==> src/common/rtab_settings.svh <==
// Size settings of the replay table.
// Include this header wherever a table dimension is needed.
// Widths follow from these values, so keep RTAB_PTR_W equal to log2 of
// RTAB_ENTRIES when the entry count changes.

`ifndef RTAB_SETTINGS_SVH
`define RTAB_SETTINGS_SVH

// Number of requests the table can hold
`define RTAB_ENTRIES 4

// Width of an entry index
`define RTAB_PTR_W 2

// Width of a cache-line index
`define RTAB_NLINE_W 8

// Width of the request payload kept with each entry
`define RTAB_DATA_W 16

`endif

==> src/common/rtab_pkg.sv <==
// Types shared by the replay table blocks.
// Modules import it with a wildcard import in their header.

`default_nettype none

`include "rtab_settings.svh"

package rtab_pkg;

    // Cache-line index of a request
    typedef logic [`RTAB_NLINE_W-1:0] rtab_nline_t;

    // Index of a table entry
    typedef logic [`RTAB_PTR_W-1:0] rtab_ptr_t;

    // One bit per table entry
    typedef logic [`RTAB_ENTRIES-1:0] rtab_bv_t;

    // Request payload
    typedef logic [`RTAB_DATA_W-1:0] rtab_data_t;

    // A stored request
    typedef struct packed {
        rtab_nline_t nline;
        rtab_data_t  data;
    } rtab_req_t;

    // States of the pop walker
    //   pop_head      offer a ready list head
    //   pop_next      offer the next entry of the list being walked
    //   pop_next_wait hold that entry until it is accepted
    typedef enum logic [1:0] {
        pop_head,
        pop_next,
        pop_next_wait
    } rtab_pop_state_e;

endpackage

`default_nettype wire

==> src/rtab/rtab_store.sv <==
// Entry store of the replay table.
// Keeps the requests, the next pointers and the per-entry valid, head, tail
// and miss-dependency flags. Flags change through set and reset vectors
// built from allocation, refill, hand-over, commit and rollback.

`timescale 1ns/1ns
`default_nettype none

`include "rtab_settings.svh"

module rtab_store
    import rtab_pkg::*;
(
    input  wire logic                           clk_i,
    input  wire logic                           rst_ni,
    input  wire logic                           alloc_i,
    input  wire logic                           alloc_link_i,
    input  wire rtab_req_t                      alloc_req_i,
    input  wire logic                           alloc_mshr_hit_i,
    input  wire rtab_bv_t                       free_onehot_i,
    input  wire rtab_bv_t                       tail_match_i,
    input  wire rtab_bv_t                       refill_match_i,
    input  wire rtab_bv_t                       take_i,
    input  wire logic                           pop_commit_i,
    input  wire rtab_ptr_t                      pop_commit_ptr_i,
    input  wire logic                           pop_rback_i,
    input  wire rtab_ptr_t                      pop_rback_ptr_i,
    input  wire logic                           pop_rback_mshr_hit_i,
    output rtab_req_t [`RTAB_ENTRIES-1:0]       req_o,
    output rtab_ptr_t [`RTAB_ENTRIES-1:0]       next_o,
    output rtab_bv_t                            valid_o,
    output rtab_bv_t                            tail_o,
    output rtab_bv_t                            ready_o,
    output logic                                full_o,
    output logic                                empty_o
);

    rtab_req_t [`RTAB_ENTRIES-1:0] req_q;
    rtab_ptr_t [`RTAB_ENTRIES-1:0] next_q;

    rtab_bv_t valid_q;
    rtab_bv_t head_q;
    rtab_bv_t tail_q;
    rtab_bv_t dep_q;
    rtab_bv_t take_q;

    rtab_bv_t alloc_bv;
    rtab_bv_t commit_bv;
    rtab_bv_t rback_bv;
    rtab_bv_t valid_set, valid_rst;
    rtab_bv_t head_set, head_rst;
    rtab_bv_t tail_set, tail_rst;
    rtab_bv_t dep_set, dep_rst;
    rtab_ptr_t free_ptr;
    logic      alloc;

    assign alloc    = alloc_i | alloc_link_i;
    assign alloc_bv = free_onehot_i & {`RTAB_ENTRIES{alloc}};

    // Index form of the free entry, written into the old tail on a link
    always_comb begin
        free_ptr = '0;
        for (int i = 0; i < `RTAB_ENTRIES; i++) begin
            if (free_onehot_i[i]) begin
                free_ptr = rtab_ptr_t'(i);
            end
        end
    end

    always_comb begin
        commit_bv = '0;
        rback_bv  = '0;
        if (pop_commit_i) begin
            commit_bv[pop_commit_ptr_i] = 1'b1;
        end
        if (pop_rback_i) begin
            rback_bv[pop_rback_ptr_i] = 1'b1;
        end
    end

    assign valid_set = alloc_bv;
    assign valid_rst = commit_bv;

    // A new list starts with a head; a linked entry waits behind the old tail
    assign head_set = (alloc_bv & {`RTAB_ENTRIES{alloc_i}}) | rback_bv;
    assign head_rst = (alloc_bv & {`RTAB_ENTRIES{alloc_link_i}}) | take_i;

    // New entries always become the tail
    assign tail_set = alloc_bv;
    assign tail_rst = tail_match_i & {`RTAB_ENTRIES{alloc_link_i}};

    assign dep_set = (alloc_bv & {`RTAB_ENTRIES{alloc_mshr_hit_i}}) |
                     (rback_bv & {`RTAB_ENTRIES{pop_rback_mshr_hit_i}});
    assign dep_rst = refill_match_i;

    always_ff @(posedge clk_i or negedge rst_ni) begin
        if (!rst_ni) begin
            valid_q <= '0;
            head_q  <= '0;
            tail_q  <= '0;
            dep_q   <= '0;
            take_q  <= '0;
        end else begin
            valid_q <= (valid_q & ~valid_rst) | valid_set;
            head_q  <= (head_q & ~head_rst) | head_set;
            tail_q  <= (tail_q & ~tail_rst) | tail_set;
            dep_q   <= (dep_q & ~dep_rst) | dep_set;
            take_q  <= take_i;
        end
    end

    always_ff @(posedge clk_i) begin
        for (int i = 0; i < `RTAB_ENTRIES; i++) begin
            if (alloc_bv[i]) begin
                req_q[i] <= alloc_req_i;
            end
            if (alloc_link_i && tail_match_i[i]) begin
                next_q[i] <= free_ptr;
            end
        end
    end

    assign req_o   = req_q;
    assign next_o  = next_q;
    assign valid_o = valid_q;
    assign tail_o  = tail_q;
    assign ready_o = valid_q & head_q & ~dep_q;
    assign full_o  = &valid_q;
    assign empty_o = ~|valid_q;

    a_alloc_not_full: assert property (@(posedge clk_i) disable iff (!rst_ni)
        alloc |-> !full_o)
    else $error("rtab_store: allocation while the table is full");

    a_commit_valid: assert property (@(posedge clk_i) disable iff (!rst_ni)
        pop_commit_i |-> valid_q[pop_commit_ptr_i])
    else $error("rtab_store: commit of an invalid entry");

    a_rback_valid: assert property (@(posedge clk_i) disable iff (!rst_ni)
        pop_rback_i |-> valid_q[pop_rback_ptr_i])
    else $error("rtab_store: rollback of an invalid entry");

    // Each handed-over entry gets exactly one commit or rollback next cycle
    a_take_closed: assert property (@(posedge clk_i) disable iff (!rst_ni)
        |take_q |-> ((pop_commit_i && take_q[pop_commit_ptr_i]) ^
                     (pop_rback_i && take_q[pop_rback_ptr_i])))
    else $error("rtab_store: transfer not followed by one commit or rollback");

endmodule

`default_nettype wire

==> config.mk <==
export PLATFORM = sky130hd
export DESIGN_NAME = rtab_store
export DESIGN_NICKNAME = d
export VERILOG_FILES = /design/src/common/rtab_pkg.sv /design/src/rtab/rtab_store.sv
export VERILOG_INCLUDE_DIRS = /design/src /design/src/common
export SDC_FILE = /design/constraint.sdc
export NUM_CORES = 1
export LEC_CHECK = 0
export ABC_AREA = 1
export BUFFER_PORTS_ARGS = -buffer_cell sky130_fd_sc_hd__buf_2
export CAP_MARGIN = 20
export CORE_ASPECT_RATIO = 0.8
export CORE_MARGIN = 1.5
export CORE_UTILIZATION = 51
export DETAILED_ROUTE_END_ITERATION = 7
export GPL_ROUTABILITY_DRIVEN = 0
export GPL_TIMING_DRIVEN = 0
export PLACE_DENSITY = 0.9
export SKIP_CTS_REPAIR_TIMING = 1
export SYNTH_ARGS = -nofsm -noshare
export SYNTH_HDL_FRONTEND = slang
export SYNTH_SLANG_ARGS = --single-unit
==> constraint.sdc <==
create_clock -name clk_i -period 2.4 [get_ports clk_i]
set_clock_uncertainty 0.15 [all_clocks]
set_input_delay 0 -clock clk_i [delete_from_list [all_inputs] [get_ports clk_i]]
set_output_delay 0 -clock clk_i [all_outputs]
set_load 0.05 [all_outputs]
==> metrics.csv <==
stage,metric,value,unit
finish,fillCellCount,378,
die,die_h,82.4,um
synth,synth-main-ff-cell,edfxtp_1,
global_routing,grt.overflow.total,0,
min_path,min_from,alloc_link_i,
finish,multi_input_area,383,um2
sta,worst_slew_pin_slew,742,ps
power_and_ir_drop,ir_worst_vdd,0.615,mV
synth,synth-seq-cells,120,
clock_network,cts_num_sinks,120,
global_routing,grt_pass1_wl,12600,um
power_and_ir_drop,p_per_area,1040,nW/um2
clock_network,tritoncts,done,
sta,finalCritPeriodShare,0.835,
synth,synth_edf_count,104,
worst_setup_path,worst_path_max_delay_cell,dlygate4sd3_1,
worst_setup_path,worst_r2r_endpoint,head_q[3],
finish,diodes,0,
die,dieArea,8430,um2
detailed_routing,detail_route.first_pass.iterations,5,
worst_setup_path,slowest_delay,560,ps
sta,fmax,499,MHz
worst_setup_path,path_cells,inv_1 -> nor2_1 -> nand2_1 -> dlygate4sd3_1 -> nand3_1 -> dlygate4sd3_1,
sta,rsz0062_at_grt,no,
finish,regArea,3520,um2
sta,hold_violations,0,
synth,async_reset_ff_frac,0.133,
worst_setup_path,rr_worst_depth,6,
worst_setup_path,critPathBufInv,3,
finish,final_util,0.829,
global_routing,grt_pass1_vias,2527,
clock_network,cts_buffer_depth,2,
global_routing,grt_max_degree,27,
finish,drive_gt1_frac,0.445,
clock_network,htree_levels,4,
power_and_ir_drop,cellLeakagePower,2.76,nW
clock_network,numCtsBuffers,17,
global_routing,antenna_found_initial,0,
worst_setup_path,cp_max_fo,2,
worst_setup_path,worstReg2RegStart,head_q[3],
min_path,worstHoldPathType,in2reg,
detailed_routing,ant_nets,0,
die,initial_core_util,0.534,
global_routing,grt_usage,0.210,
synth,ys_types,15,
die,rows,28,
synth,synthCells,226,
detailed_routing,routed_wl,10500,um
synth,synth.largest_area_cell,edfxtp_1,
synth,yosys_warnings,0,
worst_setup_path,startpoint,head_q[3],
worst_setup_path,end_kind,register,
worst_setup_path,crit_path_frequent_cell,dlygate4sd3_1,
detailed_routing,vias_per_cell,4.89,
die,die_width,102,um
worst_setup_path,crit_cells,6,
worst_setup_path,worstSetupStartpointType,register,
clock_network,clkTransAtPathRegs,60,ps
worst_setup_path,path_delay_family,buffers and inverters,
synth,yosysMostFrequentCell,edfxtp_1,
synth,synth_area_per_cell,17.8,um2
synth,syn_nets,278,
die,pin_count,170,
worst_setup_path,rrSetupSlack,400,ps
placement,hpwl,5690,um
detailed_routing,drt_iter0_markers,118,
power_and_ir_drop,total_power,6.47,mW
sta,finalCriticalPeriod,2000,ps
sta,setup_viol,0,
detailed_routing,avgRoutedWirePerCell,17.7,um
sta,max-slew-margin-rel,0.503,
worst_setup_path,endpoint,head_q[3],
detailed_routing,vias,2902,
worst_setup_path,cp.arrival,2230,ps
clock_network,root_buffer,clkbuf_8,
detailed_routing,drc,0,
worst_setup_path,worstSetupPathType,reg2reg,
synth,seq_area_frac_synth,0.876,
sta,setup_tns,0,ps
run,cap_violations,0,
finish,syn_to_final_growth,55.3,%
sta,maxSlewViolCount,0,
finish,nNetsFinal,527,
outcome,status,completed,
die,core,7530,um2
synth,synth_top_area_frac,0.777,
placement,port_buffers,167,
synth,synth_commonest_cells,"104 x edfxtp_1, 38 x nand2_1, 24 x inv_1",
synth,synth.area.top_cells,"edfxtp_1 78%, dfrtp_1 10%, nand2_1 3.5%",
synth,synth_area,4020,um2
clock_network,insertion_delay,500,ps
worst_setup_path,crit_required,2630,ps
==> worst reg2reg max path: cells and delay by family, from the launching register on <==
kind,cells,cell delay [ps]
buffers and inverters,3,1210
flip-flops,1,360
AND/OR/NAND/NOR,3,170
==> per-layer routing <==
metal  GRT usage  vias up  part of all wire
met3      0.0724       10             0.074
met1       0.240     1417              0.37
met4      0.0959        0            0.0097
met2       0.360      167              0.54
li1            -     1308                 -
met5           0        -                 0
==> power by group <==
part | internal [mW] | switching (mW) | leakage, nW
registers | 2.51 | 0.0676 | 1.18
clock network | 1.71 | 0.950 | 0.301
logic | 0.273 | 0.964 | 1.27
==> layout by cell type (no fill, tap or decap) <==
master / synthesis / final
clkinv_2: 0 / 1
nand2_4: 2 / 2
nand2_1: 38 / 38
edfxtp_1: 104 / 104
nand4_1: 3 / 3
inv_1: 24 / 24
bufinv_16: 0 / 4
buf_2: 1 / 168
clkbuf_8: 0 / 1
inv_2: 2 / 2
dfrtp_1: 16 / 16
nand3_2: 4 / 4
clkinvlp_4: 0 / 2
nor3_1: 6 / 6
dlygate4sd3_1: 0 / 63
o21ai_0: 4 / 4
nand3_1: 8 / 8
buf_6: 1 / 1
nand2_2: 8 / 8
inv_6: 0 / 8
nor2_1: 5 / 5
clkbuf_16: 0 / 16
==> worst min-delay path by stage <==
stage,to,cells after the start
finish,tail_o[2],5
global route,tail_o[2],5
CTS,valid_o[3],1
detailed placement,valid_o[3],1
global placement,valid_o[1],1
floorplan,dep_q[0],0
==> kinds of logic after synthesis <==
logic type	after synthesis	synth area share
AOI/OAI and AO/OA	4	0.00498
DFF	120	0.876
buffers and inverters	28	0.0283
and+or+nand+nor	74	0.0903
==> state kept, by name, summed over array words and instances, names as in the netlist <==
signal and count:
dep_q 4, valid_o 4, next_o 8, head_q 4, tail_o 4, req_o 96
==> area by class of cell <==
cell class / count / share of cell area
Timing Repair Buffer: 230 / 0.235
Sequential cell: 120 / 0.564
Clock buffer: 17 / 0.0663
Buffer: 2 / 0.00261
Clock inverter: 15 / 0.0337
Inverter: 26 / 0.0156
Multi-Input combinational cell: 78 / 0.0613
Tap cell: 105 / 0.0210
==> metrics by stage <==
stage                     setup slack (ps)  std cells  cell area [um2]  hold slack, ps
after floorplan                        397        226             4020            -446
after global placement                1100        498             4990            -216
after detailed placement              1050        498             4990            -212
after CTS                              753        530             5610            -756
after global routing                   317        593             6240            56.7
final                                  395        593             6240            30.8
(Power assumes the default switching activity.)
