===== src/common/rtab_settings.svh =====
// Size settings of the replay table.
// Include this header wherever a table dimension is needed.
// Widths follow from these values, so keep RTAB_PTR_W equal to log2 of
// RTAB_ENTRIES when the entry count changes.

`ifndef RTAB_SETTINGS_SVH
`define RTAB_SETTINGS_SVH

// Number of requests the table can hold
`define RTAB_ENTRIES 4

// Width of an entry index
`define RTAB_PTR_W 2

// Width of a cache-line index
`define RTAB_NLINE_W 8

// Width of the request payload kept with each entry
`define RTAB_DATA_W 16

`endif


===== src/common/rtab_pkg.sv =====
// Types shared by the replay table blocks.
// Modules import it with a wildcard import in their header.

`default_nettype none

`include "rtab_settings.svh"

package rtab_pkg;

    // Cache-line index of a request
    typedef logic [`RTAB_NLINE_W-1:0] rtab_nline_t;

    // Index of a table entry
    typedef logic [`RTAB_PTR_W-1:0] rtab_ptr_t;

    // One bit per table entry
    typedef logic [`RTAB_ENTRIES-1:0] rtab_bv_t;

    // Request payload
    typedef logic [`RTAB_DATA_W-1:0] rtab_data_t;

    // A stored request
    typedef struct packed {
        rtab_nline_t nline;
        rtab_data_t  data;
    } rtab_req_t;

    // States of the pop walker
    //   pop_head      offer a ready list head
    //   pop_next      offer the next entry of the list being walked
    //   pop_next_wait hold that entry until it is accepted
    typedef enum logic [1:0] {
        pop_head,
        pop_next,
        pop_next_wait
    } rtab_pop_state_e;

endpackage

`default_nettype wire


===== src/rtab/rtab_match.sv =====
// Line matcher of the replay table.
// Compares the checked and refilled lines with every stored request and
// picks the lowest free entry for the next allocation.

`timescale 1ns/1ns
`default_nettype none

`include "rtab_settings.svh"

module rtab_match
    import rtab_pkg::*;
(
    input  wire rtab_nline_t                    check_nline_i,
    input  wire logic                           refill_i,
    input  wire rtab_nline_t                    refill_nline_i,
    input  wire rtab_req_t [`RTAB_ENTRIES-1:0]  req_i,
    input  wire rtab_bv_t                       valid_i,
    input  wire rtab_bv_t                       tail_i,
    output logic                                check_hit_o,
    output rtab_bv_t                            tail_match_o,
    output rtab_bv_t                            refill_match_o,
    output rtab_bv_t                            free_onehot_o
);

    rtab_bv_t check_match;
    rtab_bv_t free;

    // Parallel line compare over all valid entries
    always_comb begin
        for (int i = 0; i < `RTAB_ENTRIES; i++) begin
            check_match[i]    = valid_i[i] && (req_i[i].nline == check_nline_i);
            refill_match_o[i] = valid_i[i] && refill_i && (req_i[i].nline == refill_nline_i);
        end
    end

    assign check_hit_o  = |check_match;

    // Only the tail of a list may take a link
    assign tail_match_o = check_match & tail_i;

    // Isolate the lowest clear valid bit
    assign free          = ~valid_i;
    assign free_onehot_o = free & (~free + rtab_bv_t'(1));

    // One list per line, so at most one tail can match
    always_comb begin
        assert ($onehot0(tail_match_o))
        else $error("rtab_match: several list tails hold the checked line");
    end

endmodule

`default_nettype wire


===== config.mk =====
export PLATFORM = sky130hd
export DESIGN_NAME = rtab_match
export DESIGN_NICKNAME = d
export VERILOG_FILES = /design/src/common/rtab_pkg.sv /design/src/rtab/rtab_match.sv
export VERILOG_INCLUDE_DIRS = /design/src /design/src/common
export SDC_FILE = /design/constraint.sdc
export NUM_CORES = 1
export LEC_CHECK = 0
export BUFFER_PORTS_ARGS = -buffer_cell sky130_fd_sc_hd__buf_2
export CAP_MARGIN = 20
export CORE_MARGIN = 3
export CORE_UTILIZATION = 30
export DETAILED_ROUTE_END_ITERATION = 10
export PLACE_DENSITY = 0.81
export SYNTH_ARGS = -nofsm -noshare
export SYNTH_HDL_FRONTEND = slang
export SYNTH_SLANG_ARGS = --single-unit

===== constraint.sdc =====
create_clock -name vclk -period 0.95
set_input_delay 0 -clock vclk [all_inputs]
set_output_delay 0 -clock vclk [all_outputs]
set_load 0.01 [all_outputs]

==> run metrics, run 1 <==
fin util 64.5%; failing checks negative setup slack; Avg Cell Area, Syn 7.04 um^2; final wirelength 3210 um; endpoints failing hold 0; Post-CTS Setup Bufs 0; status finished, violations left; top achievable clock speed 903 MHz; worst-path fanout max 2; Vias/cell 4.68; Layout Nets 327; Sw Ratio 42.2%; Flop pwr share 0%; total number of vias 1095; Routed Antenna Nets 0; CORE AREA 0.00257 mm^2; Layout clock buffers 0; # rows 18; Cell variety after synth 15; Worst Setup End Kind primary output; most frequent cells in the layout buf_2, xnor2_1, buf_4, xnor2_2, buf_6; Sw Pwr 326 uW; CP Launch Type input pin; Seq/Total Area, Yosys 0%; pin count of the biggest net entering global routing 5; area share of the largest cell type after synthesis 65.3%; count of pins over their slew limit 0; Post-Syn Nets 241; IO Port Bufs 70; GR Util met3 1.74%; VDD IR-drop max 0.299 mV; Die Y 59.1 um; CP Data Arrival Time 1110 ps; vias in the first global route 1112; Warnings, synthesis 0; setup ws final -157 ps; largest cells by area after synthesis xnor2_1, nand3_1, nand4_1, clkbuf_2, nor3_1; HP Class input pin to primary output; DP HPWL 2720 um; total track usage 18.1%; share of post-route cells with drive strength above 1 61.3%; met2 GRT Util 34.4%; Max-cap violations 0; met1 usage 21.9%; Design Power 773 uW; wire per inst 13.7 um; Die W 59.1 um; Pre-antenna DRT Iters 6; Setup Crit Path Kind input pin to primary output; FF+latch count 0; gpl congestion 0.867; Synth area leader xnor2_1; initial antenna violation count 0; FF/Latch Area 0 um^2; DRT iter0 DRCs 20; Pleak 0.745 nW; Gate Count Post-Synth 120; Ant. Diodes 0; Gate power share 100.0%; total negative setup slack -218 ps; PwrDens 467 mW/mm^2; Worst EP required 950 ps; drt drc 0; IO Pins 134; P&R area growth vs syn 96.0%; Setup violations, final 4; first-pass GRT wire length 4860 um; Netlist Area Pre-Place 845 um^2; pre-CTS setup slack -224 ps; worst-margin pin slew 286 ps; worst rel slew slack 80.8%; RSZ-0062 raised after global routing yes; total grt overflow 0; P_int 447 uW; Period minus WS final 1110 ps; most common cell after layout, fill and taps aside buf_2; die area 0.00349 mm^2; gr busiest metal met2; Initial Util 32.9%; clock power share 0%; Final period util 117%
==> metal layers <==
layer  wire length (um)  part of all wire [%]
met3                222                   6.9
met4                 31                  0.97
met2               1660                    52
met1               1300                    40
met5                  0                     0
==> area by class of cell <==
| cell class | count | area [um^2] |
|---|---|---|
| multi-input combinational | 104 | 963 |
| inverter | 1 | 3.75 |
| timing repair buffer | 99 | 651 |
| tap | 30 | 37.5 |
| fill | 231 | 912 |
==> Yosys cell counts <==
library cell	number
and2_1	3
and2_2	1
clkbuf_1	8
clkbuf_2	7
inv_1	1
nand2_1	4
nand3_1	12
nand4_1	8
nor2_1	2
nor3_1	7
nor3b_1	1
nor4_1	1
or4_1	1
xnor2_1	63
xor2_1	1
==> power groups by stage <==
stage	combinational (mW)	sequential [mW]	clock (mW)
6_report	0.773	0	0
5_1_grt	0.826	0	0
4_1_cts	0.719	0	0
3_5_place_dp	0.635	0	0
3_3_place_gp	0.628	0	0
2_1_floorplan	0.340	0	0
==> repair_timing <==
item | in CTS | in global routing
hold buffers | 0 | 0
gates resized for setup | 37 | 13
endpoints found under the setup margin | 6 | 8
pin swaps | 14 | 6
==> worst paths after layout <==
kind / startpoint / end / slack [ps] / cells after the start
hold / removal: tail_i[1] / tail_match_o[1] / 290 / 3
setup / recovery: req_i[65] / check_hit_o / -160 / 6
==> critical path, cell delays in order <==
cell and delay (ps):
buf_2 130, xnor2_2 140, nand3_1 110, nor3_2 70
or4_4 530, buf_6 130
==> logic make-up after synthesis <==
family / Yosys count / synth area share [%]
buffers and inverters: 16 / 8.15
xor gates and xnor gates: 64 / 66.4
and+or+nand+nor: 40 / 25.5
==> per-stage QoR <==
stage | cells | area, um^2 | hold slack [ps]
final | 234 | 1660 | 287
after floorplan | 120 | 848 | 47.5
after detailed placement | 235 | 1400 | 288
after global routing | 234 | 1660 | 306
after global placement | 235 | 1400 | 285
after CTS | 234 | 1560 | 290
Note: power is estimated with default switching activity, not from simulation.
==> inputs of run 2 (changes only) <==
==> constraint.sdc (replaced) <==
create_clock -name vclk -period 0.95
set_input_delay 0.0475 -clock vclk [all_inputs]
set_output_delay 0.0475 -clock vclk [all_outputs]
set_load 0.01 [all_outputs]
==> run metrics, run 2 (same netlist as run 1, synthesis figures left out) <==
status finished, violations left (unchanged); failing checks negative setup slack (unchanged); total number of vias 1198 (was 1095); Crit-path slowest cell or4_4 (unchanged); placed cell count 237 (was 235); Flop pwr share 0% (about the same); clock power share 0% (about the same); Hold Slack 384 ps (was 287 ps); P_int 551 uW (was 447 uW); setup ws final -260 ps (was -157 ps); Vias/cell 5.05 (was 4.68); CORE AREA 0.00257 mm^2 (unchanged); FF/Latch Area 0 um^2 (unchanged); Sw Pwr 396 uW (was 326 uW); VDD IR-drop max 0.355 mV (was 0.299 mV); Initial Util 32.9% (unchanged); CP Data Arrival Time 1160 ps (was 1110 ps); share of post-route cells with drive strength above 1 72.5% (was 61.3%); worst-path fanout max 2 (unchanged); Period minus WS final 1210 ps (was 1110 ps); Post-CTS Setup Bufs 0 (unchanged); critical path, cell by cell buf_4 > xnor2_2 > nand4_1 > nor3_2 > or4_4 > buf_6 (was buf_2 > xnor2_2 > nand3_1 > nor3_2 > or4_4 > buf_6); top achievable clock speed 827 MHz (was 903 MHz); # rows 18 (unchanged); initial antenna violation count 0 (unchanged); FF+latch count 0 (unchanged); gpl congestion 0.893 (was 0.867); drt drc 0 (unchanged); Design Power 946 uW (was 773 uW); DRT iter0 DRCs 28 (was 20); most common cell after layout, fill and taps aside buf_2 (unchanged); Worst EP required 900 ps (was 950 ps); PwrDens 487 mW/mm^2 (was 467 mW/mm^2); CP Launch Type input pin (unchanged); HP Class input pin to primary output (unchanged); hold path start tail_i[1] (unchanged); first-pass GRT wire length 4740 um (was 4860 um); total grt overflow 0 (unchanged); fin area 0.00194 mm^2 (was 0.00166 mm^2); Setup Crit Path Kind input pin to primary output (unchanged); # hold bufs at CTS 0 (unchanged); endpoints failing hold 0 (unchanged); P&R area growth vs syn 130% (was 96.0%); most frequent cells in the layout buf_2, xnor2_2, xnor2_1, buf_4, buf_6 (was buf_2, xnor2_1, buf_4, xnor2_2, buf_6); worst rel slew slack 81.6% (was 80.8%); Routed Antenna Nets 0 (unchanged); Layout Nets 330 (was 327); vias in the first global route 1110 (was 1112); Sw Ratio 41.8% (was 42.2%); total negative setup slack -893 ps (was -218 ps); Final period util 127% (was 117%); Layout clock buffers 0 (unchanged); Ant. Diodes 0 (unchanged); total track usage 17.5% (was 18.1%); pre-CTS setup slack -271 ps (was -224 ps); pin count of the biggest net entering global routing 5 (unchanged); Setup violations, final 6 (was 4); IO Port Bufs 70 (unchanged); Max-cap violations 0 (unchanged); IO Pins 134 (unchanged); Gate power share 100.0% (about the same); RSZ-0062 raised after global routing yes (unchanged); fin util 75.6% (was 64.5%); Pleak 0.903 nW (was 0.745 nW); Pre-antenna DRT Iters 4 (was 6); final wirelength 3970 um (was 3210 um); Die W 59.1 um (unchanged); die area 0.00349 mm^2 (unchanged); wire per inst 16.8 um (was 13.7 um); Worst Setup End Kind primary output (unchanged); Final Non-Filler Cells 237 (was 234); Hold Path Cell Cnt 3 (unchanged); worst-margin pin slew 274 ps (was 286 ps); placed cell areas 0.00141 mm^2 (was 0.00140 mm^2); Hold Crit Endpoint tail_match_o[1] (unchanged); count of pins over their slew limit 0 (unchanged); Die Y 59.1 um (unchanged); DP HPWL 2780 um (was 2720 um); crit-path max cell delay 530 ps (about the same)
run 2: cell count changes in the layout (fill, tap and decap cells not counted), sizes merged:
cell | previous run | this run
clkbuf | 0 | 2
buf | 99 | 100
run 2: worst max-delay path: cells and delay by family:
kind	cells	cell delay, ps
AND/OR/NAND/NOR	3	720
buffers and inverters	2	260
XOR/XNOR	1	130
run 2: what timing repair did:
item	CTS	global route
cloned	0	0
endpoints found under the setup margin	9	9
pin swaps	18	37
gates resized for setup	39	66
run 2: layer usage:
layer  wire [um]  track usage, %
met1        1390            21.7
met2        2180            34.7
met3         331           0.871
met4          80               0
met5           0               0
run 2: area by class of cell:
| class | count | area, um^2 |
|---|---|---|
| Fill cell | 182 | 626 |
| Inverter | 1 | 3.75 |
| Multi-Input combinational cell | 104 | 1130 |
| Tap cell | 30 | 37.5 |
| Timing Repair Buffer | 102 | 767 |
run 2: power by group through the flow:
stage                     clock network, mW  logic [mW]  registers (mW)
after floorplan                           0       0.357               0
after global placement                    0       0.635               0
after detailed placement                  0       0.646               0
after CTS                                 0       0.743               0
after global routing                      0       0.999               0
final                                     0       0.946               0
run 2: worst max-delay path by stage:
stage / depth (start not counted) / to / startpoint / slack (ps)
after floorplan: 5 / check_hit_o / check_nline_i[3] / -50
after global placement: 6 / check_hit_o / check_nline_i[1] / -250
after detailed placement: 6 / check_hit_o / check_nline_i[2] / -270
after CTS: 6 / check_hit_o / check_nline_i[3] / -230
after global routing: 6 / check_hit_o / req_i[68] / -280
final: 6 / check_hit_o / req_i[68] / -260
==> inputs of run 3 (changes only) <==
CELL_PAD_IN_SITES_DETAIL_PLACEMENT = 1   (was not set)
CELL_PAD_IN_SITES_GLOBAL_PLACEMENT = 2   (was not set)
CORE_UTILIZATION = 12   (was 30)
==> run metrics, run 3 (same netlist as run 1, synthesis figures left out) <==
Max-cap violations 0 (unchanged); FF+latch count 0 (unchanged); final wirelength 4480 um (was 3970 um); Worst Setup End Kind primary output (unchanged); Gate power share 100.0% (about the same); DP HPWL 3880 um (was 2780 um); VDD IR-drop max 0.186 mV (was 0.355 mV); P&R area growth vs syn 156% (was 130%); top achievable clock speed 828 MHz (was 827 MHz); wire per inst 14.8 um (was 16.8 um); Worst EP required 900 ps (about the same); fin util 33.0% (was 75.6%); total track usage 10.6% (was 17.5%); worst rel slew slack 83.5% (was 81.6%); CP Data Arrival Time 1160 ps (about the same); Sw Pwr 403 uW (was 396 uW); CP Launch Type input pin (unchanged); IO Pins 134 (unchanged); Pleak 0.981 nW (was 0.903 nW); Ant. Diodes 0 (unchanged); Pre-antenna DRT Iters 3 (was 4); Final period util 127% (about the same); Layout clock buffers 0 (unchanged); failing checks negative setup slack (unchanged); # rows 29 (was 18); worst-margin pin slew 247 ps (was 274 ps); Die W 89.9 um (was 59.1 um); IO Port Bufs 70 (unchanged); Post-CTS Setup Bufs 0 (unchanged); die area 0.00808 mm^2 (was 0.00349 mm^2); FF/Latch Area 0 um^2 (unchanged); Metal-1 WL 1820 um (was 1390 um); vias in the first global route 1321 (was 1110); fin area 0.00217 mm^2 (was 0.00194 mm^2); DRT iter0 DRCs 3 (was 28); status finished, violations left (unchanged); Sw Ratio 40.0% (was 41.8%); initial antenna violation count 0 (unchanged); Hold Slack 374 ps (was 384 ps); first-pass GRT wire length 6910 um (was 4740 um); placed cell areas 0.00151 mm^2 (was 0.00141 mm^2); Period minus WS final 1210 ps (about the same); Flop pwr share 0% (about the same); most frequent cells in the layout buf_2, xnor2_2, buf_4, xnor2_1, buf_6 (was buf_2, xnor2_2, xnor2_1, buf_4, buf_6); # fillers 770 (was 182); Final Non-Filler Cells 303 (was 237); drt drc 0 (unchanged); Detail Route met2 WL 2470 um (was 2180 um); share of post-route cells with drive strength above 1 76.2% (was 72.5%); Routed Antenna Nets 0 (unchanged); PwrDens 465 mW/mm^2 (was 487 mW/mm^2); clock power share 0% (about the same); metal3 WL 188 um (was 331 um); Layout Nets 333 (was 330); CORE AREA 0.00657 mm^2 (was 0.00257 mm^2); setup ws final -257 ps (was -260 ps); P_int 604 uW (was 551 uW); worst-path fanout max 4 (was 2); HP Class input pin to primary output (unchanged); RSZ-0062 raised after global routing yes (unchanged); Die Y 89.9 um (was 59.1 um); Vias/cell 3.79 (was 5.05); placed cell count 303 (was 237); endpoints failing hold 0 (unchanged); Initial Util 12.9% (was 32.9%); Setup violations, final 6 (unchanged); DR top layer met3 (was met4); gpl congestion 0.778 (was 0.893); pin count of the biggest net entering global routing 5 (unchanged); total grt overflow 0 (unchanged); Design Power 1.01 mW (was 946 uW); # hold bufs at CTS 0 (unchanged); total number of vias 1147 (was 1198); most common cell after layout, fill and taps aside buf_2 (unchanged); count of pins over their slew limit 0 (unchanged); Setup Crit Path Kind input pin to primary output (unchanged)
-- run 3: cell count changes in the layout (fill, tap and decap cells not counted), moves of 3 or more --
cell     before  now
buf_12        1    5
buf_4        28   34
buf_6        25   16
buf_8         1    4
xnor2_1      28   20
xnor2_2      32   38
-- run 3: worst paths after layout --
kind | slack, ps | startpoint | endpoint | cells past startpoint
setup / recovery | -260 | check_nline_i[2] | check_hit_o | 6
hold / removal | 370 | valid_i[3] | free_onehot_o[3] | 3
-- run 3: layout make-up --
class                           count  area [um^2]  share of cell area [%]
Timing Repair Buffer              105          826                    38.1
Tap cell                           93          116                    5.37
Inverter                            1         3.75                   0.173
Multi-Input combinational cell    104         1220                    56.3
-- run 3: power by group through the flow --
stage | clock, mW | combinational (mW) | sequential (mW)
after floorplan | 0 | 0.357 | 0
after global placement | 0 | 0.662 | 0
after detailed placement | 0 | 0.681 | 0
after CTS | 0 | 0.895 | 0
after global routing | 0 | 1.08 | 0
final | 0 | 1.01 | 0
-- run 3: metal layers --
metal	track usage [%]	up-vias
met5	0	-
met4	0	0
met3	1.17	0
met2	20.4	40
met1	13.5	536
li1	-	571
-- run 3: repair_timing --
item | CTS | global route
pin swaps | 40 | 18
cloned | 0 | 0
gates resized for setup | 82 | 40
setup endpoints to repair | 9 | 9
-- run 3: through the flow --
stage | TNS, ps | setup WS (ps)
after global routing | -1090 | -287
after floorplan | -51.9 | -51.9
after detailed placement | -1830 | -384
final | -568 | -257
after global placement | -1600 | -385
after CTS | -582 | -251
-- run 3: worst max-delay path: stages --
cell and delay (ps):
buf_8 120, xnor2_2 130, nand4_1 160, nor3_2 60, or4_4 510, buf_6 130
